**config.mk**
```make
export PLATFORM = sky130hd
export DESIGN_NAME = bbox_unit
export DESIGN_NICKNAME = d
export VERILOG_FILES = /design/src/logic/bbox_pkg.sv /design/src/logic/bbox_extent.sv /design/src/logic/bbox_clip.sv /design/src/logic/bbox_pipe.sv /design/src/logic/bbox_unit.sv
export SDC_FILE = /design/constraint.sdc
export NUM_CORES = 1
export LEC_CHECK = 0
export BUFFER_PORTS_ARGS = -buffer_cell sky130_fd_sc_hd__buf_2
export CAP_MARGIN = 25
export CELL_PAD_IN_SITES_DETAIL_PLACEMENT = 0
export CELL_PAD_IN_SITES_GLOBAL_PLACEMENT = 1
export CORE_MARGIN = 2
export CORE_UTILIZATION = 52
export CTS_CLUSTER_SIZE = 40
export DETAILED_ROUTE_END_ITERATION = 12
export PLACE_DENSITY = 0.88
export SLEW_MARGIN = 10
export SYNTH_ARGS = -nofsm -noshare
export SYNTH_HDL_FRONTEND = slang
export SYNTH_HIERARCHICAL = 1
export SYNTH_SLANG_ARGS = --single-unit
```
**constraint.sdc**
```tcl
create_clock -name clk -period 36.1 [get_ports clk]
set_clock_uncertainty 0.2 [all_clocks]
set_input_delay 1.805 -clock clk [delete_from_list [all_inputs] [get_ports clk]]
set_output_delay 1.805 -clock clk [all_outputs]
set_load 0.01 [all_outputs]
```
**src/logic/bbox_pkg.sv**
```systemverilog
// Shared widths, types and helpers for the bounding-box stage
// Coordinates are two's complement fixed point with RADIX fraction bits
// Colors are unsigned and pass through untouched
// The sample grid never goes finer than an eighth of a pixel
// RADIX must be at least 3 for the 64x mode to make sense
package bbox_pkg;

    // Bits in every coordinate and color word
    parameter int SIGFIG = 24;
    // Fraction bits in a coordinate
    parameter int RADIX  = 10;
    // Vertices per triangle
    parameter int VERTS  = 3;
    // Color channels per triangle
    parameter int COLORS = 3;

    // Signed fixed-point coordinate
    typedef logic signed [SIGFIG-1:0] coord_t;

    // Unsigned color channel
    typedef logic [SIGFIG-1:0] color_t;

    // Sample grid selection
    // 1x is one sample per pixel, 64x is an eighth of a pixel per side
    typedef enum logic [1:0] {
        MSAA_1X  = 2'd0,
        MSAA_4X  = 2'd1,
        MSAA_16X = 2'd2,
        MSAA_64X = 2'd3
    } msaa_t;

    // Word carried through the register pipeline
    // Nine vertex coordinates, three colors and the clipped box
    typedef struct packed {
        coord_t [VERTS-1:0]  tri_x;
        coord_t [VERTS-1:0]  tri_y;
        coord_t [VERTS-1:0]  tri_z;
        color_t [COLORS-1:0] color;
        coord_t              ll_x;
        coord_t              ll_y;
        coord_t              ur_x;
        coord_t              ur_y;
    } pipe_word_t;

    // Mask that floors a coordinate to the grid of the given mode
    // Integer bits always survive, only the low fraction bits are cleared
    function automatic coord_t grid_mask(msaa_t mode);
        int     drop;
        coord_t mask;
        // Default to whole pixels
        drop = RADIX;
        case (mode)
            MSAA_1X:  drop = RADIX;
            MSAA_4X:  drop = RADIX - 1;
            MSAA_16X: drop = RADIX - 2;
            MSAA_64X: drop = RADIX - 3;
            default:  drop = RADIX;
        endcase
        // All ones shifted up leaves zeros in the dropped positions
        mask = '1;
        mask = mask << drop;
        return mask;
    endfunction

endpackage

```
**src/logic/bbox_extent.sv**
```systemverilog
// Combinational corner search for one triangle
// Lower-left is the per-axis minimum, upper-right the per-axis maximum
// Both corners are floored toward minus infinity onto the sample grid
// Flooring a negative coordinate moves it further from zero
// No clamping happens here, corners may lie off screen
`timescale 1ns/1ps

module bbox_extent (
    input  bbox_pkg::coord_t tri_x [bbox_pkg::VERTS],
    input  bbox_pkg::coord_t tri_y [bbox_pkg::VERTS],
    input  bbox_pkg::msaa_t  sample_mode,
    output bbox_pkg::coord_t ll_x,
    output bbox_pkg::coord_t ll_y,
    output bbox_pkg::coord_t ur_x,
    output bbox_pkg::coord_t ur_y
);
    import bbox_pkg::*;

    // Raw extremes before flooring
    coord_t min_x;
    coord_t max_x;
    coord_t min_y;
    coord_t max_y;

    // Grid mask for the active sample mode
    coord_t mask;

    // Running min/max over the vertices
    always_comb begin
        // Seed with vertex zero
        min_x = tri_x[0];
        max_x = tri_x[0];
        min_y = tri_y[0];
        max_y = tri_y[0];
        for (int v = 1; v < VERTS; v++) begin
            // Signed compares, coordinates may be negative
            if (tri_x[v] < min_x) begin
                min_x = tri_x[v];
            end
            if (tri_x[v] > max_x) begin
                max_x = tri_x[v];
            end
            if (tri_y[v] < min_y) begin
                min_y = tri_y[v];
            end
            if (tri_y[v] > max_y) begin
                max_y = tri_y[v];
            end
        end
    end

    // Mode changes only between triangles
    assign mask = grid_mask(sample_mode);

    // Two's complement AND floors toward minus infinity
    assign ll_x = min_x & mask;
    assign ll_y = min_y & mask;

    // Upper-right floors too, so a sample exactly on the edge stays in
    assign ur_x = max_x & mask;
    assign ur_y = max_y & mask;

endmodule

```
**src/logic/bbox_clip.sv**
```systemverilog
// Clamps a floored box to the visible screen
// Screen spans zero up to screen_w and screen_h inclusive
// keep drops boxes that do not overlap the screen at all
// keep ignores the triangle's valid, the caller gates it
// Screen size is expected positive and already on the grid
`timescale 1ns/1ps

module bbox_clip (
    input  bbox_pkg::coord_t ll_x,
    input  bbox_pkg::coord_t ll_y,
    input  bbox_pkg::coord_t ur_x,
    input  bbox_pkg::coord_t ur_y,
    input  bbox_pkg::coord_t screen_w,
    input  bbox_pkg::coord_t screen_h,
    output bbox_pkg::coord_t clip_ll_x,
    output bbox_pkg::coord_t clip_ll_y,
    output bbox_pkg::coord_t clip_ur_x,
    output bbox_pkg::coord_t clip_ur_y,
    output logic             keep
);

    // Corner sits left of or below the origin
    logic ll_x_neg;
    logic ll_y_neg;

    // Corner sits right of or above the screen edge
    logic ur_x_over;
    logic ur_y_over;

    // Overlap tests on the clamped box
    logic x_overlap;
    logic y_overlap;

    assign ll_x_neg  = ll_x < 0;
    assign ll_y_neg  = ll_y < 0;
    assign ur_x_over = ur_x > screen_w;
    assign ur_y_over = ur_y > screen_h;

    // Lower-left clamps to zero
    assign clip_ll_x = ll_x_neg ? '0 : ll_x;
    assign clip_ll_y = ll_y_neg ? '0 : ll_y;

    // Upper-right clamps to the screen size
    assign clip_ur_x = ur_x_over ? screen_w : ur_x;
    assign clip_ur_y = ur_y_over ? screen_h : ur_y;

    // Box wholly left/below gives ur <= 0
    // Box wholly right/above gives ll >= screen
    assign x_overlap = (clip_ur_x > 0) && (clip_ll_x < screen_w);
    assign y_overlap = (clip_ur_y > 0) && (clip_ll_y < screen_h);

    assign keep = x_overlap && y_overlap;

endmodule

```
**src/logic/bbox_pipe.sv**
```systemverilog
// Elastic valid/ready register pipeline
// A stage loads when empty or when its own word leaves this cycle
// Bubbles collapse, a full chain with out_ready low stalls in place
// Ready ripples combinationally from out_ready back to in_ready
// Latency is PIPE_DEPTH cycles from input to output transfer, no stall
// PIPE_DEPTH must be 1 or more
`timescale 1ns/1ps

module bbox_pipe #(
    parameter int PIPE_DEPTH = 3
) (
    input  logic                 clk,
    input  logic                 rst,
    input  logic                 in_valid,
    output logic                 in_ready,
    input  bbox_pkg::pipe_word_t in_word,
    output logic                 out_valid,
    input  logic                 out_ready,
    output bbox_pkg::pipe_word_t out_word
);
    import bbox_pkg::*;

    // Stage registers, index 0 is nearest the input
    pipe_word_t            word_q [PIPE_DEPTH];
    logic [PIPE_DEPTH-1:0] valid_q;

    // What each stage would load, taken from the stage before it
    pipe_word_t            prev_word [PIPE_DEPTH];
    logic [PIPE_DEPTH-1:0] prev_valid;

    // Stage can accept this cycle
    logic [PIPE_DEPTH-1:0] stage_ready;

    // Feed of each stage
    always_comb begin
        prev_valid[0] = in_valid;
        prev_word[0]  = in_word;
        for (int s = 1; s < PIPE_DEPTH; s++) begin
            prev_valid[s] = valid_q[s-1];
            prev_word[s]  = word_q[s-1];
        end
    end

    // Ready chain, walked from the output end backwards
    always_comb begin
        stage_ready[PIPE_DEPTH-1] = !valid_q[PIPE_DEPTH-1] || out_ready;
        for (int s = PIPE_DEPTH - 2; s >= 0; s--) begin
            stage_ready[s] = !valid_q[s] || stage_ready[s+1];
        end
    end

    // Valid flags
    always_ff @(posedge clk) begin
        if (rst) begin
            valid_q <= '0;
        end else begin
            for (int s = 0; s < PIPE_DEPTH; s++) begin
                // Loading an empty feed leaves a bubble behind
                if (stage_ready[s]) begin
                    valid_q[s] <= prev_valid[s];
                end
            end
        end
    end

    // Payload only moves with a valid item
    always_ff @(posedge clk) begin
        for (int s = 0; s < PIPE_DEPTH; s++) begin
            if (stage_ready[s] && prev_valid[s]) begin
                word_q[s] <= prev_word[s];
            end
        end
    end

    assign in_ready  = stage_ready[0];
    assign out_valid = valid_q[PIPE_DEPTH-1];
    assign out_word  = word_q[PIPE_DEPTH-1];

endmodule

```
**src/logic/bbox_unit.sv**
```systemverilog
// Bounding-box stage of the rasterizer
// One triangle per valid/ready transfer on the input side
// screen_w, screen_h and sample_mode must hold while triangles are inside
// An off-screen triangle is accepted but produces no output
// Kept triangles leave in order, PIPE_DEPTH cycles after entry without stall
`timescale 1ns/1ps

module bbox_unit #(
    parameter int PIPE_DEPTH = 3
) (
    input  logic             clk,
    input  logic             rst,
    input  logic             in_valid,
    output logic             in_ready,
    input  bbox_pkg::coord_t tri_x [bbox_pkg::VERTS],
    input  bbox_pkg::coord_t tri_y [bbox_pkg::VERTS],
    input  bbox_pkg::coord_t tri_z [bbox_pkg::VERTS],
    input  bbox_pkg::color_t color [bbox_pkg::COLORS],
    input  bbox_pkg::coord_t screen_w,
    input  bbox_pkg::coord_t screen_h,
    input  bbox_pkg::msaa_t  sample_mode,
    output logic             out_valid,
    input  logic             out_ready,
    output bbox_pkg::coord_t out_tri_x [bbox_pkg::VERTS],
    output bbox_pkg::coord_t out_tri_y [bbox_pkg::VERTS],
    output bbox_pkg::coord_t out_tri_z [bbox_pkg::VERTS],
    output bbox_pkg::color_t out_color [bbox_pkg::COLORS],
    output bbox_pkg::coord_t box_ll_x,
    output bbox_pkg::coord_t box_ll_y,
    output bbox_pkg::coord_t box_ur_x,
    output bbox_pkg::coord_t box_ur_y
);
    import bbox_pkg::*;

    // Floored corners, possibly off screen
    coord_t ext_ll_x;
    coord_t ext_ll_y;
    coord_t ext_ur_x;
    coord_t ext_ur_y;

    // Corners after clamping
    coord_t clip_ll_x;
    coord_t clip_ll_y;
    coord_t clip_ur_x;
    coord_t clip_ur_y;
    logic   keep;

    // Pipeline side
    logic       pipe_in_valid;
    pipe_word_t pipe_in_word;
    pipe_word_t pipe_out_word;

    bbox_extent u_extent (
        .tri_x       (tri_x),
        .tri_y       (tri_y),
        .sample_mode (sample_mode),
        .ll_x        (ext_ll_x),
        .ll_y        (ext_ll_y),
        .ur_x        (ext_ur_x),
        .ur_y        (ext_ur_y)
    );

    bbox_clip u_clip (
        .ll_x      (ext_ll_x),
        .ll_y      (ext_ll_y),
        .ur_x      (ext_ur_x),
        .ur_y      (ext_ur_y),
        .screen_w  (screen_w),
        .screen_h  (screen_h),
        .clip_ll_x (clip_ll_x),
        .clip_ll_y (clip_ll_y),
        .clip_ur_x (clip_ur_x),
        .clip_ur_y (clip_ur_y),
        .keep      (keep)
    );

    // Rejected triangle still handshakes but never enters the pipe
    assign pipe_in_valid = in_valid && keep;

    // Pack triangle, color and clipped box
    always_comb begin
        for (int v = 0; v < VERTS; v++) begin
            pipe_in_word.tri_x[v] = tri_x[v];
            pipe_in_word.tri_y[v] = tri_y[v];
            pipe_in_word.tri_z[v] = tri_z[v];
        end
        for (int c = 0; c < COLORS; c++) begin
            pipe_in_word.color[c] = color[c];
        end
        pipe_in_word.ll_x = clip_ll_x;
        pipe_in_word.ll_y = clip_ll_y;
        pipe_in_word.ur_x = clip_ur_x;
        pipe_in_word.ur_y = clip_ur_y;
    end

    bbox_pipe #(
        .PIPE_DEPTH (PIPE_DEPTH)
    ) u_pipe (
        .clk       (clk),
        .rst       (rst),
        .in_valid  (pipe_in_valid),
        .in_ready  (in_ready),
        .in_word   (pipe_in_word),
        .out_valid (out_valid),
        .out_ready (out_ready),
        .out_word  (pipe_out_word)
    );

    // Unpack the last stage onto the output ports
    always_comb begin
        for (int v = 0; v < VERTS; v++) begin
            out_tri_x[v] = pipe_out_word.tri_x[v];
            out_tri_y[v] = pipe_out_word.tri_y[v];
            out_tri_z[v] = pipe_out_word.tri_z[v];
        end
        for (int c = 0; c < COLORS; c++) begin
            out_color[c] = pipe_out_word.color[c];
        end
    end

    assign box_ll_x = pipe_out_word.ll_x;
    assign box_ll_y = pipe_out_word.ll_y;
    assign box_ur_x = pipe_out_word.ur_x;
    assign box_ur_y = pipe_out_word.ur_y;

endmodule

```
==> PnR_summary.wiki <==
{| class="wikitable"
! Metric !! Value
|-
| Result of the run || completed
|-
| Cell Rows || 107
|-
| Core area || 0.0847 mm^2
|-
| Highest-delay cell along the critical path || buf_4
|-
| Input/output buffers || 727
|-
| Clock tree from TritonCTS || built
|-
| Final standard cell utilization of the core || 62.4%
|-
| Initial antenna violation count || 39
|-
| Portion of the post-synthesis area used by sequential elements || 78.2%
|-
| # setup viols final || 0
|-
| H-tree level count || 3
|-
| Total I/O pin count || 728
|-
| Clock sink count || 1155
|-
| Transition time at the pin with the least slew margin || 1170 ps
|-
| Wire length of the first global-routing pass || 162 mm
|-
| Static leakage power || 20.0 nW
|-
| Maximum operating frequency || 73.4 MHz
|-
| Synthesized area divided by synthesized cell count || 18.8 um^2
|-
| Crit path max fanout || 75
|-
| Die width || 296 um
|-
| Number of buffers created by CTS || 106
|-
| Fraction of layout instances using a drive strength above 1 || 29.4%
|-
| Effective utilization at floorplan || 52.3%
|-
| Portion of the clock cycle consumed by the worst path in the final layout || 37.8%
|-
| Number of remaining DRC errors || 0
|-
| Number of gates resized after CTS || 0
|-
| Final weighted congestion of routability-driven global placement || 0.897
|-
| Routed vias || 24800
|-
| Hold violation total from the final report || 0
|-
| Via count of the first global-routing pass || 24500
|-
| Endpoint required time on the critical path || 36190 ps
|-
| Total global routing track utilization || 25.8%
|-
| Final critical-path required period || 13630 ps
|-
| Wire length per cell after detailed routing || 26.3 um
|-
| Critical Path End Type || flop
|-
| Final HPWL from detailed placement || 84.8 mm
|-
| Most instantiated flip-flop cell in the synthesis netlist || edfxtp_1
|-
| Maximum resistive drop on vdd || 0.0471 mV
|-
| Nets || 3763
|-
| Relative slew slack || 22.0%
|-
| Total non-filler cell area in the finished layout || 0.0529 mm^2
|-
| Congestion Overflow GR || 0
|-
| FFs w/ async S/R, synth || 0%
|-
| Starting DRT DRC Count || 2483
|-
| Maximum count of clock buffers along a single path || 3
|-
| Post-synth EDFFs || 1152
|-
| Pin count of the biggest net entering global routing || 155
|-
| Path category of the worst min-delay check || flop to flop
|-
| Die footprint || 0.0875 mm^2
|-
| Unrepaired setup endpoints after global routing || no
|-
| Worst skew pair latency || 670 ps
|-
| Synthesized flop and latch total || 1155
|-
| Number of pins with negative max-slew slack in the final report || 0
|-
| Power per cell area || 57.6 mW/mm^2
|-
| Cells after Synth || 2356
|-
| Max-cap violations || 0
|-
| Routed WL || 117 mm
|-
| Number of post-CTS setup repair buffers || 0
|-
| Dominant cell type by count on the critical path || buf_4
|-
| Area of the mapped netlist || 0.0443 mm^2
|-
| Post-route ant nets || 0
|-
| Clock-pin slew reported for the worst setup and hold paths after clock tree synthesis || 60 ps
|-
| Layout overhead on the synthesized area || 19.4%
|-
| Sum of negative setup slack || 0 ps
|-
| Number of distinct library cells after synthesis || 80
|-
| Crit path kind || primary input to flop
|-
| Nature of the critical path startpoint || primary input
|-
| Largest stage delay on the critical path || 910 ps
|-
| CTS Root Buffer Type || clkbuf_16
|-
| Number of synthesis warnings || 6
|-
| Hold-fix buffers, CTS || 0
|-
| Total power of the final layout || 3.05 mW
|-
| Data arrival time of the worst path || 13720 ps
|-
| Post-place instance area || 0.0492 mm^2
|-
| Chip Height || 296 um
|-
| Detailed-router iteration count before antenna repair || 7
|-
| Post-detailed-route via-to-cell ratio || 5.57
|}
-- Yosys cell counts (3+ instances only) --
| cell type | instances | area (um^2) |
|---|---|---|
| nand2_1 | 47 | 176 |
| a211oi_2 | 8 | 100 |
| nand2b_1 | 10 | 62.6 |
| a221oi_1 | 3 | 26.3 |
| a311oi_1 | 7 | 61.3 |
| clkbuf_1 | 9 | 33.8 |
| a211oi_1 | 21 | 158 |
| o21ai_1 | 8 | 40.0 |
| o21ai_0 | 23 | 115 |
| inv_1 | 141 | 529 |
| or3_1 | 4 | 25.0 |
| nor2_1 | 33 | 124 |
| mux2i_1 | 130 | 1300 |
| a31oi_1 | 4 | 25.0 |
| and4_1 | 6 | 52.6 |
| nor3_1 | 21 | 105 |
| a21o_1 | 29 | 218 |
| buf_2 | 4 | 20.0 |
| nand4_1 | 49 | 307 |
| a2111oi_0 | 3 | 26.3 |
| buf_4 | 24 | 180 |
| a22oi_1 | 3 | 22.5 |
| edfxtp_1 | 1152 | 34600 |
| mux2i_4 | 5 | 113 |
| nand3_1 | 15 | 75.1 |
| mux2i_2 | 3 | 41.3 |
| o21a_1 | 16 | 120 |
| nor4_1 | 45 | 282 |
| o221ai_1 | 4 | 35.0 |
| o311a_1 | 3 | 30.0 |
| dfxtp_1 | 3 | 60.1 |
| ha_1 | 238 | 2980 |
| mux2_4 | 20 | 300 |
| a21boi_0 | 4 | 30.0 |
| a21oi_1 | 93 | 465 |
| o211ai_1 | 12 | 90.1 |
| buf_6 | 11 | 124 |
| nor2b_1 | 57 | 357 |
| and2_1 | 8 | 50.1 |
| mux2_1 | 27 | 304 |
| o2111ai_1 | 3 | 26.3 |
-- flip-flops by register name, summed over array words and instances (netlist names) --
signal / flops
u_pipe/word_q: 1152
u_pipe/valid_q: 3
-- per-stage QoR --
stage	setup WS [ps]	instances	hold WS (ps)
final	22470	4446	187
after floorplan	18340	2372	200
after CTS	22720	4407	187
after global placement	21900	4211	200
after global routing	21890	4440	201
after detailed placement	22010	4213	205
-- critical path: cells and delay by family --
kind | cells | cell delay, ps
buffers and inverters | 6 | 3030
AOI/OAI and AO/OA | 12 | 4110
adders and majority gates | 3 | 1090
and+or+nand+nor | 10 | 3090
muxes | 1 | 400
-- cell usage in the layout (no fill, tap or decap), types with 29 or more instances in the layout --
| cell type | count |
|---|---|
| nand2_1 | 47 |
| nor4_1 | 45 |
| inv_1 | 141 |
| nor2b_1 | 57 |
| nand4_1 | 49 |
| buf_2 | 728 |
| clkbuf_16 | 107 |
| mux2i_1 | 129 |
| nor2_1 | 33 |
| edfxtp_1 | 1152 |
| a21o_1 | 29 |
| ha_1 | 238 |
| a21oi_1 | 93 |
| diode_2 | 33 |
-- power by group --
| part | internal, mW | leakage (nW) | switching, mW |
|---|---|---|---|
| sequential | 1.55 | 10.3 | 0.0177 |
| combinational | 0.143 | 8.00 | 0.236 |
| clock | 0.614 | 1.67 | 0.485 |
-- logic make-up (layout without fill, tap and decap cells) --
family,Yosys count,count (layout),share of synthesized area (%)
buf+inv,191,1088,2.08
xor+xnor,2,2,0.0396
flops,1155,1155,78.2
fa+ha+maj,238,238,6.72
simple gates,313,313,4.03
compound gates,270,270,4.20
other cells,2,51,0.0170
mux,185,185,4.65
-- path summary, 6_finish.rpt --
kind | to | depth (start not counted) | slack, ps | from
worst max-delay path | u_pipe/word_q[0][96] | 32 | 22470 | tri_y[71]
worst min-delay path | u_pipe/word_q[0][435] | 0 | 190 | u_pipe/word_q[0][51]
worst max register to register | u_pipe/word_q[0][96] | 5 | 31760 | u_pipe/valid_q[1]
worst min register to register | u_pipe/word_q[0][435] | 0 | 190 | u_pipe/word_q[0][51]
-- layout make-up --
class	count	area, um^2
inverter	141	529
multi-input combinational	1026	8790
sequential	1155	34700
antenna	33	82.6
clock buffer	133	2780
clock inverter	61	671
tap	1144	1430
fill	5909	31900
timing repair buffer	753	3930
-- routing by layer --
layer | wire [um] | global-route usage, %
met2 | 56100 | 41.6
met3 | 10100 | 5.91
met4 | 5630 | 12.4
met5 | 123 | 0
met1 | 45200 | 33.1
Note: power is estimated with default switching activity, not from simulation.
